[src/design/host_chan_defines.svh]
// ====================================================================
// Host channel widths and shim pipeline depth shared by the design
// ====================================================================
`ifndef HOST_CHAN_DEFINES_SVH
`define HOST_CHAN_DEFINES_SVH

// Cache line address, counted in 64-byte lines rather than bytes
`define HC_ADDR_W 42

// One full cache line of payload per request
`define HC_DATA_W 512

// Request tag returned with every response
// The copy engine stores the line index here
`define HC_MDATA_W 16

// Register stages the shim inserts on each direction by default
`define HC_N_REG_STAGES 1

`endif

[src/design/host_chan_pkg.sv]
// ====================================================================
// Host channel request, response and copy job types
// ====================================================================
`include "host_chan_defines.svh"

package host_chan_pkg;

    // Base read request as seen by the host
    typedef struct packed {
        logic                   valid;
        logic [`HC_ADDR_W-1:0]  addr;
        logic [`HC_MDATA_W-1:0] mdata;
    } c0_tx_t;

    // Base write request as seen by the host
    typedef struct packed {
        logic                   valid;
        logic [`HC_ADDR_W-1:0]  addr;
        logic [`HC_DATA_W-1:0]  data;
        logic [`HC_MDATA_W-1:0] mdata;
    } c1_tx_t;

    // Extended requests carry hints that the shim drops on the way out
    typedef struct packed {
        c0_tx_t base;
        logic   addr_is_virtual;
        logic   order_hint;
    } c0_tx_ext_t;

    typedef struct packed {
        c1_tx_t base;
        logic   addr_is_virtual;
        logic   order_hint;
    } c1_tx_ext_t;

    // Read response with the line data
    typedef struct packed {
        logic                   valid;
        logic [`HC_MDATA_W-1:0] mdata;
        logic [`HC_DATA_W-1:0]  data;
    } c0_rx_t;

    // Write acknowledgement, tag only
    typedef struct packed {
        logic                   valid;
        logic [`HC_MDATA_W-1:0] mdata;
    } c1_rx_t;

    // Everything sent toward the host in one cycle
    typedef struct packed {
        c0_tx_t c0;
        c1_tx_t c1;
    } host_tx_t;

    // Everything returned by the host in one cycle, flow control included
    typedef struct packed {
        c0_rx_t c0;
        c1_rx_t c1;
        logic   c0_alm_full;
        logic   c1_alm_full;
    } host_rx_t;

    // One copy job as programmed through the register block
    typedef struct packed {
        logic [`HC_ADDR_W-1:0] src_base;
        logic [`HC_ADDR_W-1:0] dst_base;
        logic [15:0]           len;
    } copy_cfg_t;

    typedef struct packed {
        logic        busy;
        logic        done;
        logic [15:0] reads_issued;
        logic [15:0] writes_acked;
    } copy_status_t;

endpackage

[src/design/hc_copy_engine.sv]
// ====================================================================
// Copy engine reading source lines and writing each one to the
// destination buffer, with completion tracked by write acks
// ====================================================================
`timescale 1ns/1ps
`include "host_chan_defines.svh"

module hc_copy_engine
(
    input  logic                        clk,
    input  logic                        arst_n,
    input  host_chan_pkg::copy_cfg_t    cfg,
    input  logic                        start,
    output host_chan_pkg::copy_status_t status,
    output logic                        done_pulse,
    output host_chan_pkg::c0_tx_ext_t   c0_tx,
    output host_chan_pkg::c1_tx_ext_t   c1_tx,
    input  host_chan_pkg::c0_rx_t       c0_rx,
    input  host_chan_pkg::c1_rx_t       c1_rx,
    input  logic                        c0_alm_full,
    input  logic                        c1_alm_full
);

    localparam int ADDR_W = `HC_ADDR_W;

    // Job captured at start, stable for the whole copy
    host_chan_pkg::copy_cfg_t job;

    logic        busy;
    logic        done;
    logic [15:0] reads_issued;
    logic [15:0] writes_acked;
    logic        issue_ok;

    always_ff @(posedge clk)
    begin
        if (start)
        begin
            job <= cfg;
        end
    end

    // A read goes out only while lines remain and the host has room
    // Almost-full here is already delayed by the shim receive stages
    assign issue_ok = busy && (reads_issued != job.len) && !c0_alm_full && !c1_alm_full;

    always_ff @(posedge clk or negedge arst_n)
    begin
        if (!arst_n)
        begin
            busy         <= 1'b0;
            done         <= 1'b0;
            done_pulse   <= 1'b0;
            reads_issued <= '0;
            writes_acked <= '0;
            c0_tx        <= '0;
        end
        else
        begin
            done_pulse       <= 1'b0;
            c0_tx.base.valid <= 1'b0;
            if (start)
            begin
                // Empty job finishes right away without touching the host
                busy         <= (cfg.len != '0);
                done         <= (cfg.len == '0);
                done_pulse   <= (cfg.len == '0);
                reads_issued <= '0;
                writes_acked <= '0;
            end
            else if (busy)
            begin
                if (issue_ok)
                begin
                    // The line index doubles as the tag so the response
                    // knows where to land in the destination
                    c0_tx.base.valid <= 1'b1;
                    c0_tx.base.addr  <= job.src_base + ADDR_W'(reads_issued);
                    c0_tx.base.mdata <= reads_issued;
                    reads_issued     <= reads_issued + 16'd1;
                end
                if (c1_rx.valid)
                begin
                    writes_acked <= writes_acked + 16'd1;
                    // Last ack ends the job
                    if (writes_acked + 16'd1 == job.len)
                    begin
                        busy       <= 1'b0;
                        done       <= 1'b1;
                        done_pulse <= 1'b1;
                    end
                end
            end
        end
    end

    // Read data goes straight back out as a write with no buffering,
    // relying on the host accepting requests past almost-full
    always_comb
    begin
        c1_tx                 = '0;
        c1_tx.base.valid      = c0_rx.valid;
        c1_tx.base.addr       = job.dst_base + ADDR_W'(c0_rx.mdata);
        c1_tx.base.data       = c0_rx.data;
        c1_tx.base.mdata      = c0_rx.mdata;
        // Addresses are physical and lines are independent
        c1_tx.addr_is_virtual = 1'b0;
        c1_tx.order_hint      = 1'b0;
    end

    always_comb
    begin
        status.busy         = busy;
        status.done         = done;
        status.reads_issued = reads_issued;
        status.writes_acked = writes_acked;
    end

    // Responses only come back for reads of the current job
    a_no_rsp_idle: assert property (@(posedge clk) disable iff (!arst_n)
        !busy |-> !c0_rx.valid)
        else $error("read response while idle");

    // The register block must not restart a running copy
    a_no_start_busy: assert property (@(posedge clk) disable iff (!arst_n)
        start |-> !busy)
        else $error("start while busy");

endmodule

[src/design/hc_csr.sv]
// ====================================================================
// Configuration and status registers for the copy engine
// ====================================================================
`timescale 1ns/1ps
`include "host_chan_defines.svh"

module hc_csr
(
    input  logic                        clk,
    input  logic                        arst_n,
    input  logic                        cfg_wr,
    input  logic                        cfg_rd,
    input  logic [2:0]                  cfg_addr,
    input  logic [63:0]                 cfg_wdata,
    output logic [63:0]                 cfg_rdata,
    output logic                        cfg_rvalid,
    output host_chan_pkg::copy_cfg_t    cfg,
    output logic                        start,
    input  host_chan_pkg::copy_status_t status
);

    localparam int ADDR_W = `HC_ADDR_W;

    // Register indices
    localparam logic [2:0] REG_SRC    = 3'd0;
    localparam logic [2:0] REG_DST    = 3'd1;
    localparam logic [2:0] REG_LEN    = 3'd2;
    localparam logic [2:0] REG_CTRL   = 3'd3;
    localparam logic [2:0] REG_STATUS = 3'd4;

    always_ff @(posedge clk or negedge arst_n)
    begin
        if (!arst_n)
        begin
            cfg        <= '0;
            start      <= 1'b0;
            cfg_rvalid <= 1'b0;
        end
        else
        begin
            // Start is a single-cycle strobe
            start      <= 1'b0;
            cfg_rvalid <= cfg_rd;
            if (cfg_wr)
            begin
                case (cfg_addr)
                    REG_SRC:  cfg.src_base <= cfg_wdata[ADDR_W-1:0];
                    REG_DST:  cfg.dst_base <= cfg_wdata[ADDR_W-1:0];
                    REG_LEN:  cfg.len      <= cfg_wdata[15:0];
                    REG_CTRL: start        <= cfg_wdata[0];
                    default:  ;
                endcase
            end
        end
    end

    // Read data lines up with cfg_rvalid one cycle after the strobe
    always_ff @(posedge clk)
    begin
        if (cfg_rd)
        begin
            case (cfg_addr)
                REG_SRC:    cfg_rdata <= 64'(cfg.src_base);
                REG_DST:    cfg_rdata <= 64'(cfg.dst_base);
                REG_LEN:    cfg_rdata <= 64'(cfg.len);
                REG_STATUS: cfg_rdata <= {status.writes_acked, 16'h0,
                                          status.reads_issued, 14'h0,
                                          status.done, status.busy};
                // Control is write-only, unmapped indices read zero
                default:    cfg_rdata <= '0;
            endcase
        end
    end

endmodule

[src/design/hc_pipe_stages.sv]
// ====================================================================
// Register chain for any packed payload, cleared to zero on reset
// ====================================================================
`timescale 1ns/1ps

module hc_pipe_stages
#(
    parameter type T        = logic,
    parameter int  N_STAGES = 1
)
(
    input  logic clk,
    input  logic arst_n,
    input  T     in,
    output T     out
);

    // Stage 0 takes the input, the last stage drives the output
    T stage [N_STAGES];

    always_ff @(posedge clk or negedge arst_n)
    begin
        if (!arst_n)
        begin
            // Whole payload is cleared so every embedded valid reads idle
            for (int i = 0; i < N_STAGES; i++)
            begin
                stage[i] <= '0;
            end
        end
        else
        begin
            stage[0] <= in;
            for (int i = 1; i < N_STAGES; i++)
            begin
                stage[i] <= stage[i-1];
            end
        end
    end

    assign out = stage[N_STAGES-1];

    // A zero-depth chain has no register to hold the payload
    a_depth: assert property (@(posedge clk) N_STAGES >= 1)
        else $error("pipe depth must be at least one stage");

endmodule

[src/design/hc_shim.sv]
// ====================================================================
// Host channel shim that strips request hints to the base format
// and adds optional register stages on both directions for timing
// ====================================================================
`timescale 1ns/1ps
`include "host_chan_defines.svh"

module hc_shim
#(
    parameter int REGISTER_INPUTS  = 1,
    parameter int REGISTER_OUTPUTS = 1,
    parameter int N_REG_STAGES     = `HC_N_REG_STAGES
)
(
    input  logic                    clk,
    input  logic                    arst_n,
    input  host_chan_pkg::c0_tx_ext_t c0_tx,
    input  host_chan_pkg::c1_tx_ext_t c1_tx,
    output host_chan_pkg::c0_rx_t   c0_rx,
    output host_chan_pkg::c1_rx_t   c1_rx,
    output logic                    c0_alm_full,
    output logic                    c1_alm_full,
    output host_chan_pkg::host_tx_t host_tx,
    input  host_chan_pkg::host_rx_t host_rx
);

    // Requests after the hint fields are dropped
    host_chan_pkg::host_tx_t tx_base;
    // Host responses as the engine sees them
    host_chan_pkg::host_rx_t rx_eng;

    // Virtual addressing and ordering are not enforced here
    // The hints only matter to a translation layer, which this host lacks
    assign tx_base.c0 = c0_tx.base;
    assign tx_base.c1 = c1_tx.base;

    generate
        if (REGISTER_OUTPUTS != 0)
        begin : g_reg_out
            hc_pipe_stages
            #(
                .T        (host_chan_pkg::host_tx_t),
                .N_STAGES (N_REG_STAGES)
            )
            i_tx_pipe
            (
                .clk    (clk),
                .arst_n (arst_n),
                .in     (tx_base),
                .out    (host_tx)
            );
        end
        else
        begin : g_wire_out
            assign host_tx = tx_base;
        end
    endgenerate

    // Almost-full travels with the responses, so the engine sees it late
    // and the host has to absorb the requests already in the pipe
    generate
        if (REGISTER_INPUTS != 0)
        begin : g_reg_in
            hc_pipe_stages
            #(
                .T        (host_chan_pkg::host_rx_t),
                .N_STAGES (N_REG_STAGES)
            )
            i_rx_pipe
            (
                .clk    (clk),
                .arst_n (arst_n),
                .in     (host_rx),
                .out    (rx_eng)
            );
        end
        else
        begin : g_wire_in
            assign rx_eng = host_rx;
        end
    endgenerate

    assign c0_rx       = rx_eng.c0;
    assign c1_rx       = rx_eng.c1;
    assign c0_alm_full = rx_eng.c0_alm_full;
    assign c1_alm_full = rx_eng.c1_alm_full;

    // Holds even with pass-through outputs, where it relies on the engine
    a_tx_quiet_in_reset: assert property (@(posedge clk)
        !arst_n |-> !(host_tx.c0.valid || host_tx.c1.valid))
        else $error("transmit valid high during reset");

    a_rx_valid_known: assert property (@(posedge clk) disable iff (!arst_n)
        !$isunknown({host_rx.c0.valid, host_rx.c1.valid}))
        else $error("receive valid is unknown");

endmodule

[src/design/hc_top.sv]
// ====================================================================
// Host channel subsystem with register block, copy engine and shim
// ====================================================================
`timescale 1ns/1ps
`include "host_chan_defines.svh"

module hc_top
(
    input  logic                    clk,
    input  logic                    arst_n,
    input  logic                    cfg_wr,
    input  logic                    cfg_rd,
    input  logic [2:0]              cfg_addr,
    input  logic [63:0]             cfg_wdata,
    output logic [63:0]             cfg_rdata,
    output logic                    cfg_rvalid,
    output logic                    done_irq,
    output host_chan_pkg::host_tx_t host_tx,
    input  host_chan_pkg::host_rx_t host_rx
);

    host_chan_pkg::copy_cfg_t    cfg;
    logic                        start;
    host_chan_pkg::copy_status_t status;

    // Engine side of the shim
    host_chan_pkg::c0_tx_ext_t eng_c0_tx;
    host_chan_pkg::c1_tx_ext_t eng_c1_tx;
    host_chan_pkg::c0_rx_t     eng_c0_rx;
    host_chan_pkg::c1_rx_t     eng_c1_rx;
    logic                      eng_c0_alm_full;
    logic                      eng_c1_alm_full;

    hc_csr i_csr
    (
        .clk        (clk),
        .arst_n     (arst_n),
        .cfg_wr     (cfg_wr),
        .cfg_rd     (cfg_rd),
        .cfg_addr   (cfg_addr),
        .cfg_wdata  (cfg_wdata),
        .cfg_rdata  (cfg_rdata),
        .cfg_rvalid (cfg_rvalid),
        .cfg        (cfg),
        .start      (start),
        .status     (status)
    );

    hc_copy_engine i_copy_engine
    (
        .clk         (clk),
        .arst_n      (arst_n),
        .cfg         (cfg),
        .start       (start),
        .status      (status),
        .done_pulse  (done_irq),
        .c0_tx       (eng_c0_tx),
        .c1_tx       (eng_c1_tx),
        .c0_rx       (eng_c0_rx),
        .c1_rx       (eng_c1_rx),
        .c0_alm_full (eng_c0_alm_full),
        .c1_alm_full (eng_c1_alm_full)
    );

    // Both directions registered for timing toward the host
    hc_shim
    #(
        .REGISTER_INPUTS  (1),
        .REGISTER_OUTPUTS (1),
        .N_REG_STAGES     (`HC_N_REG_STAGES)
    )
    i_shim
    (
        .clk         (clk),
        .arst_n      (arst_n),
        .c0_tx       (eng_c0_tx),
        .c1_tx       (eng_c1_tx),
        .c0_rx       (eng_c0_rx),
        .c1_rx       (eng_c1_rx),
        .c0_alm_full (eng_c0_alm_full),
        .c1_alm_full (eng_c1_alm_full),
        .host_tx     (host_tx),
        .host_rx     (host_rx)
    );

endmodule

[config.mk]
export PLATFORM = sky130hd
export DESIGN_NAME = hc_top
export DESIGN_NICKNAME = d
export VERILOG_FILES = /design/src/design/host_chan_pkg.sv /design/src/design/hc_copy_engine.sv /design/src/design/hc_csr.sv /design/src/design/hc_pipe_stages.sv /design/src/design/hc_shim.sv /design/src/design/hc_top.sv
export VERILOG_INCLUDE_DIRS = /design/src /design/src/design
export SDC_FILE = /design/constraint.sdc
export NUM_CORES = 1
export LEC_CHECK = 0
export BUFFER_PORTS_ARGS = -buffer_cell sky130_fd_sc_hd__buf_4
export CORE_AREA = 2 2 505 507
export CTS_BUF_LIST = sky130_fd_sc_hd__clkbuf_2
export DETAILED_ROUTE_END_ITERATION = 8
export DIE_AREA = 0 0 507 509
export HOLD_SLACK_MARGIN = 0.05
export SETUP_SLACK_MARGIN = 0.05
export SYNTH_ARGS = -nofsm -noshare
export SYNTH_HDL_FRONTEND = slang
export SYNTH_SLANG_ARGS = --single-unit
[constraint.sdc]
create_clock -name clk -period 4 [get_ports clk]
set_input_delay 0.8 -clock clk [delete_from_list [all_inputs] [get_ports clk]]
set_output_delay 0.8 -clock clk [all_outputs]
set_load 0.02 [all_outputs]
==> flow_metrics.py, run 1 <==
metrics = {
    "floorplan": {
        "initial_core_util": 0.1821,
        "die_x_um": 507,
        "io_pins": 1315,
        "die_h_um": 509,
        "rows": 185,
    },
    "cts": {
        "cts_hold_buf": 1588,
        "htreeDepth": 5,
        "ctsResizeCount": 0,
        "postCtsSetupBuffers": 0,
        "cts.sinks": 1516,
        "root_buffer": "clkbuf_2",
        "cts_made_buffers": 394,
        "clockBufferDepth": 4,
    },
    "yosys": {
        "async_flop_share": 0.8958,
        "ys_seq_area_frac": 0.8415,
        "yosysTopAreaCellShare": 0.7384,
        "syn_inst": 2631,
        "synthTopCellsByArea": "dfrtp_1 (74%), edfxtp_1 (10%), mux2_2 (2.5%)",
        "synth-main-ff-cell": "dfrtp_1",
        "synth_seq_cells": 1516,
        "ys_warn_count": 0,
        "yosysTopAreaCell": "dfrtp_1",
        "synth_cell_types": 71,
        "netlist_area_um2": 46020,
        "postSynthAreaPerCell_um2": 17.49,
        "synth_edf_count": 158,
    },
    "placed_design": {
        "numPortBuffers": 1270,
        "routabilityCongestion": 0.9050,
        "post-place-ws_ns": 0.9515,
        "hpwl_um": 170800,
    },
    "run_status": {
        "firstError": "[ERROR RSZ-0060] Max buffer count reached.",
        "stop_stage": "clock tree synthesis (4_1_cts)",
        "status": "stopped before the end",
    },
}
cells in the mapped netlist, types with 29 or more instances:
| cell | n |
|---|---|
| mux2i_1 | 42 |
| dfrtp_1 | 1358 |
| o21ai_1 | 29 |
| ha_1 | 34 |
| edfxtp_1 | 158 |
| nand3_1 | 33 |
| nor3_1 | 34 |
| a21oi_1 | 53 |
| o21ai_0 | 41 |
| xor2_1 | 58 |
| clkbuf_1 | 56 |
| nand2_1 | 146 |
| mux2_2 | 101 |
| xnor2_1 | 71 |
| nor2_1 | 142 |
kinds of logic after synthesis:
| family | Yosys count | synth area share |
|---|---|---|
| adders and majority gates | 36 | 0.01011 |
| AOI/OAI and AO/OA | 226 | 0.03230 |
| DFF | 1516 | 0.8415 |
| muxes | 144 | 0.03409 |
| and+or+nand+nor | 475 | 0.04804 |
| other | 1 | 0.00008148 |
| xor gates and xnor gates | 129 | 0.02455 |
| buffers and inverters | 104 | 0.009379 |
stage by stage:
stage               cell area [um2]  instances
global placement              60090       7252
floorplan                     46040       2636
detailed placement            60090       7252
==> run 2, diff against run 1 <==
--- a/config.mk
+++ b/config.mk
@@ -7,12 +7,10 @@
 export NUM_CORES = 1
 export LEC_CHECK = 0
 export BUFFER_PORTS_ARGS = -buffer_cell sky130_fd_sc_hd__buf_4
-export CORE_AREA = 2 2 505 507
-export CTS_BUF_LIST = sky130_fd_sc_hd__clkbuf_2
+export CORE_AREA = 2 2 517 519
 export DETAILED_ROUTE_END_ITERATION = 8
-export DIE_AREA = 0 0 507 509
-export HOLD_SLACK_MARGIN = 0.05
-export SETUP_SLACK_MARGIN = 0.05
+export DIE_AREA = 0 0 519 521
+export PLACE_DENSITY_LB_ADDON = 0.15
 export SYNTH_ARGS = -nofsm -noshare
 export SYNTH_HDL_FRONTEND = slang
 export SYNTH_SLANG_ARGS = --single-unit
==> flow_metrics.py, run 2 <==
metrics = {
    "timing": {
        "fmax_mhz": 348.5,
        "min_period_ns": 2.869,
        "relSlewSlack": 0.2345,
        "fin_worst_skew_ns": 0.04481,
        "setup_viol": 0,
        "holdWs_ns": 0.09742,
        "fin_crit_sh": 0.7173,
        "hold_viol_final": 0,
        "rsz0062_at_grt": "false",
        "worst_slack_ns": 1.131,
        "tns_ns": 0,
        "slew_violations": 0,
        "worst_pin_slew_ns": 1.144,
    },
    "yosys": {
        "synthTopCellsByArea": "dfrtp_1 (74%), edfxtp_1 (10%), mux2_2 (2.5%)",
        "async_flop_share": 0.8958,
        "synth_seq_cells": 1516,
        "syn_inst": 2631,
        "ys_warn_count": 0,
        "postSynthAreaPerCell_um2": 17.49,
        "synth_cell_types": 71,
        "synth-main-ff-cell": "dfrtp_1",
        "synth_common_cells": "dfrtp_1 (1358), edfxtp_1 (158), nand2_1 (146)",
        "yosysTopAreaCell": "dfrtp_1",
        "yosysTopAreaCellShare": 0.7384,
        "synth_edf_count": 158,
        "synth_compound_area_frac": 0.03230,
        "yosys.area_share.simple": 0.04804,
        "synth_top_family_by_area": "simple AND/OR/NAND/NOR gates",
        "synthXorXnorAreaFrac": 0.02455,
        "muxShareOfSynthArea": 0.03409,
        "netlist_area_um2": 46020,
        "synth_fa_ha_area_frac": 0.01011,
        "ys_seq_area_frac": 0.8415,
        "synth.most_common_cell": "dfrtp_1",
    },
    "floorplan": {
        "die_h_um": 521,
        "die_x_um": 519,
        "coreArea_um2": 264400,
        "io_pins": 1315,
        "rows": 189,
        "design.die.area_um2": 270400,
        "initial_core_util": 0.1741,
    },
    "pwr": {
        "p_seq_frac": 0.455,
        "finalPower_mw": 38.74,
        "p_leak_nw": 31.91,
        "peakVddDrop_mv": 0.3422,
        "p_per_area_nw_per_um2": 540.8,
        "intPower_mw": 28.60,
        "p_clk_frac": 0.435,
        "swShare": 0.2618,
        "net-switching-power_mw": 10.14,
        "comb_power_share": 0.110,
    },
    "route": {
        "drt_iter0_drc": 1294,
        "firstDrtPassIters": 4,
        "drc": 0,
        "vias": 29269,
        "avgRoutedWirePerCell_um": 26.44,
        "via_per_inst": 3.526,
        "wl_um": 219500,
        "antenna_left": 0,
    },
    "cts": {
        "cts_made_buffers": 180,
        "cts.sinks": 1516,
        "cts_tree": "built",
        "htreeDepth": 4,
        "ctsResizeCount": 0,
        "clkTransAtPathRegs_ns": 0.06,
        "insertion_delay_ns": 0.84,
        "root_buffer": "clkbuf_16",
        "clockBufferDepth": 4,
    },
    "layout": {
        "mostFrequentLayoutCell": "dfrtp_1",
        "stdcell_area_um2": 71620,
        "final_util": 0.2709,
        "syn_to_final_growth_pct": 55.62,
        "largest_reg_flops": 630,
        "drive_gt1_frac": 0.3676,
        "final_cells": 8302,
        "final_net_count": 5242,
        "final_cell_mix": "dfrtp_1 (1357), buf_4 (1326), dlygate4sd3_1 (504)",
    },
    "global_routing": {
        "antenna_found_initial": 87,
        "grt_first_pass_wirelength_um": 293800,
        "grt_max_degree": 135,
        "gr-total-overflow": 0,
        "grt_pass1_vias": 32156,
        "grt_usage": 0.1591,
    },
    "placed_design": {
        "placed_cells": 7434,
        "numPortBuffers": 1270,
        "routabilityCongestion": 0.8229,
        "dpl_cell_area_um2": 60480,
        "hpwl_um": 173100,
        "post-place-ws_ns": 1.073,
    },
    "critical_path": {
        "max_stage_delay_ns": 0.60,
        "required_ns": 4.70,
        "cp_cell_sequence": "buf_4 -> ha_1 -> a211oi_1 -> o21ai_1 -> a2111oi_0 -> nor2_1 -> a21oi_1 -> xnor2_1 -> mux2_2",
        "worstSetupPathType": "register to register",
        "crit_slowest_cell": "a2111oi_0",
        "critPathArrivalTime_ns": 3.57,
        "crit_fanout": 8,
        "start_kind": "register",
        "cp-end-kind": "register",
    },
    "run_status": {
        "status": "finished, final reports clean",
    },
    "flow_run": {
        "maxCapViolCount": 0,
    },
    "worst_hold_path": {
        "hold_path_class": "primary input to register",
    },
}
[run 2: cell counts after synthesis]
Identical to the previous run, type by type.
[run 2: cells by family after synthesis]
family / Yosys count
flops: 1516
simple gates: 475
compound gates: 226
mux: 144
xor+xnor: 129
buf+inv: 104
fa+ha+maj: 36
other cells: 1
[run 2: final cells by class]
class	instances	area (um2)
multi-input cells	1016	6912
diodes	41	102.6
well taps	3533	4420
clock buffers	263	5149
repair buffers	1848	15370
inverters	25	93.84
fillers	27409	192800
clock inverters	60	847.1
flip-flops and latches	1516	38730
[run 2: per-layer routing]
metal | up-vias | GRT usage | wire length [um]
met1 | 15105 | 0.1741 | 81750
li1 | 12866 | - | -
met2 | 961 | 0.2933 | 116000
met3 | 303 | 0.05365 | 16430
met4 | 34 | 0.03825 | 5146
met5 | - | 0 | 209
[run 2: worst max-delay path, delay by kind of cell (launching register included)]
kind / cells / cell delay (ns)
mux: 1 / 0.27
xor+xnor: 1 / 0.11
flops: 1 / 0.37
compound gates: 4 / 1.32
simple gates: 1 / 0.21
buf+inv: 1 / 0.18
fa+ha+maj: 1 / 0.31
[run 2: final timing paths]
kind | end | startpoint | cells past startpoint | slack [ns]
max in group asynchronous | i_copy_engine.writes_acked[7]$_DFFE_PN0P_ | arst_n | 4 | 2.11
setup / recovery | i_copy_engine.c0_tx[33]$_DFFE_PN0P_ | i_copy_engine.reads_issued[1]$_DFFE_PN0P_ | 9 | 1.13
min in group asynchronous | i_shim.g_reg_in.i_rx_pipe.out[452]$_DFF_PN0_ | arst_n | 2 | 0.53
hold / removal | i_shim.g_reg_in.i_rx_pipe.out[508]$_DFF_PN0_ | host_rx[508] | 1 | 0.1
hold reg to reg | i_shim.g_reg_out.i_tx_pipe.out[236]$_DFF_PN0_ | i_shim.g_reg_in.i_rx_pipe.out[239]$_DFF_PN0_ | 0 | 0.32
setup reg to reg | i_copy_engine.c0_tx[33]$_DFFE_PN0P_ | i_copy_engine.reads_issued[1]$_DFFE_PN0P_ | 9 | 1.13
[run 2: power groups by stage]
stage	sequential [mW]	combinational [mW]	clock, mW
after global routing	17.8	4.57	18.1
final	17.6	4.24	16.8
after CTS	17.7	4.41	17.5
after floorplan	18.1	0.879	0
after detailed placement	18.0	3.89	0
after global placement	18.0	3.88	0
[run 2: what timing repair did]
action / CTS / global route
buffers inserted: 0 / 0
endpoints found under the hold margin: 560 / 0
hold buffers: 504 / 0
No activity file was read; power rests on OpenSTA's default activity.
==> run 3, diff against run 2 <==
==> constraint.sdc (replaced) <==
create_clock -name clk -period 2.45 [get_ports clk]
set_input_delay 0.49 -clock clk [delete_from_list [all_inputs] [get_ports clk]]
set_output_delay 0.49 -clock clk [all_outputs]
set_load 0.02 [all_outputs]
==> flow_metrics.py, run 3 (synthesis gave the netlist of run 2 again) <==
metrics = {
    "global_routing": {
        "grt_pass1_vias": 33273,
        "gr-total-overflow": 0,
        "use_met1": 0.1807,
        "grt_first_pass_wirelength_um": 300800,
        "grt.busiest_layer": "met2",
        "antenna_found_initial": 90,
        "globalRouteMet3Util": 0.05169,
        "grt_max_degree": 135,
        "grt_usage": 0.1628,
        "grt_use_met2": 0.2965,
    },
    "floorplan": {
        "design.die.area_um2": 270400,
        "rows": 189,
        "coreArea_um2": 264400,
        "die_x_um": 519,
        "die_h_um": 521,
        "initial_core_util": 0.1741,
        "io_pins": 1315,
    },
    "timing": {
        "fmax_mhz": 386.1,
        "worst_slack_ns": -0.1399,
        "relSlewSlack": 0.4121,
        "setup_viol": 19,
        "min_period_ns": 2.590,
        "slew_violations": 0,
        "fin_crit_sh": 1.057,
        "fin_worst_skew_ns": 0.07510,
        "worst_pin_slew_ns": 0.8801,
        "rsz0062_at_grt": "true",
        "hold_viol_final": 0,
    },
    "placed_design": {
        "routabilityCongestion": 0.8284,
        "numPortBuffers": 1270,
        "hpwl_um": 177900,
        "dpl_cell_area_um2": 61420,
    },
    "layout": {
        "drive_gt1_frac": 0.3910,
        "seqCellArea_um2": 38730,
        "fill_cells": 27371,
        "largest_reg_flops": 630,
        "stdcell_area_um2": 73970,
        "mostFrequentLayoutCell": "buf_4",
        "syn_to_final_growth_pct": 60.71,
        "multi_input_area_um2": 7465,
        "final_net_count": 5429,
        "final_cell_mix": "buf_4 (1415), dfrtp_1 (1357), dlygate4sd3_1 (577)",
    },
    "critical_path": {
        "cp_cell_sequence": "ha_2 -> inv_2 -> fa_2 -> nor2b_4 -> o31a_1 -> or4_4 -> a21oi_4 -> buf_6 -> a21oi_4 -> or4_1 -> nand3_1",
        "required_ns": 3.19,
        "max_stage_delay_ns": 0.44,
        "start_kind": "register",
        "path_delay_family": "simple AND/OR/NAND/NOR gates",
        "cp-end-kind": "register",
        "path_common_cell": "a21oi_4",
        "worstSetupPathType": "register to register",
        "crit_fanout": 3,
        "timing.critical_path.buf_inv": 2,
        "crit_slowest_cell": "or4_4",
        "critPathArrivalTime_ns": 3.33,
    },
    "run_status": {
        "violations": "negative setup slack",
        "status": "complete, but fails checks",
    },
    "route": {
        "wl_um": 224700,
        "avgRoutedWirePerCell_um": 26.51,
        "firstDrtPassIters": 4,
        "via_per_inst": 3.565,
        "drc": 0,
        "antenna_left": 0,
        "drt_iter0_drc": 1392,
        "vias": 30228,
    },
    "cts": {
        "clkTransAtPathRegs_ns": 0.06,
        "insertion_delay_ns": 0.85,
        "clockBufferDepth": 4,
        "root_buffer": "clkbuf_16",
        "htreeDepth": 4,
        "cts.sinks": 1516,
        "cts_made_buffers": 184,
        "cts_tree": "built",
    },
    "pwr": {
        "p_per_area_nw_per_um2": 861.9,
        "swShare": 0.2590,
        "comb_power_share": 0.116,
        "finalPower_mw": 63.75,
        "net-switching-power_mw": 16.51,
        "p_seq_frac": 0.452,
        "p_leak_nw": 32.96,
        "peakVddDrop_mv": 0.5627,
        "p_clk_frac": 0.432,
        "intPower_mw": 47.24,
    },
    "flow_run": {
        "maxCapViolCount": 0,
    },
    "worst_hold_path": {
        "hold_path_class": "primary input to register",
    },
}
-- run 3: repair_timing --
action / CTS / global route
setup endpoints to repair: 40 / 53
buffers inserted: 4 / 7
hold buffers: 577 / 0
hold endpoints to repair: 721 / 0
cloned: 2 / 1
pin swaps: 32 / 48
resized for setup: 36 / 57
-- run 3: worst paths after layout --
path | start | end | slack (ns) | cells past startpoint
worst max-delay path | i_shim.g_reg_in.i_rx_pipe.out[531]$_DFF_PN0_ | i_shim.g_reg_out.i_tx_pipe.out[544]$_DFF_PN0_ | -0.14 | 11
worst min-delay path | cfg_addr[1] | i_csr.start$_DFF_PN0_ | 0.11 | 3
worst max register to register | i_shim.g_reg_in.i_rx_pipe.out[531]$_DFF_PN0_ | i_shim.g_reg_out.i_tx_pipe.out[544]$_DFF_PN0_ | -0.14 | 11
worst min register to register | i_shim.g_reg_in.i_rx_pipe.out[378]$_DFF_PN0_ | i_shim.g_reg_out.i_tx_pipe.out[375]$_DFF_PN0_ | 0.27 | 0
max in group asynchronous | arst_n | i_csr.cfg[99]$_DFFE_PN0P_ | 1.16 | 4
min in group asynchronous | arst_n | i_shim.g_reg_out.i_tx_pipe.out[126]$_DFF_PN0_ | 0.19 | 2
-- run 3: layout make-up --
| cell class | count | share of cell area |
|---|---|---|
| Sequential cell | 1516 | 0.5236 |
| Multi-Input combinational cell | 1016 | 0.1009 |
| Inverter | 25 | 0.001269 |
| Tap cell | 3533 | 0.05976 |
| Clock buffer | 263 | 0.07226 |
| Antenna cell | 35 | 0.001184 |
| Timing Repair Buffer | 2031 | 0.2320 |
| Clock inverter | 59 | 0.008949 |
-- run 3: metrics by stage --
step                      cells  utilization  setup TNS (ns)  hold slack, ns  worst slack [ns]
after floorplan            2636            -        -0.04595          0.1944          -0.02300
after global placement     7531       0.2323          -3.916          0.3310           -0.2440
after detailed placement   7531       0.2323          -3.561          0.3347           -0.2209
after CTS                  8436       0.2778          -1.768         0.04098           -0.1494
after global routing       8472       0.2797          -3.920         0.07841           -0.2490
final                      8478       0.2798         -0.8237          0.1141           -0.1399
-- run 3: metal layers --
metal | routed length, um | up-vias
met2 | 117100 | 1068
met3 | 16160 | 344
li1 | - | 13244
met5 | 251 | -
met1 | 84290 | 15530
met4 | 6924 | 42
-- run 3: tightest hold or removal path: stages --
cell and delay [ns]:
buf_4 0.21, nand3_1 0.12, nor3b_1 0.05
-- run 3: power by group through the flow --
stage | Clock, mW | Sequential (mW) | Combinational [mW]
global placement | 0 | 29.4 | 6.56
detailed placement | 0 | 29.4 | 6.56
finish | 27.6 | 28.8 | 7.38
floorplan | 0 | 29.6 | 1.45
global route | 29.6 | 29.1 | 7.95
CTS | 28.6 | 28.9 | 7.58
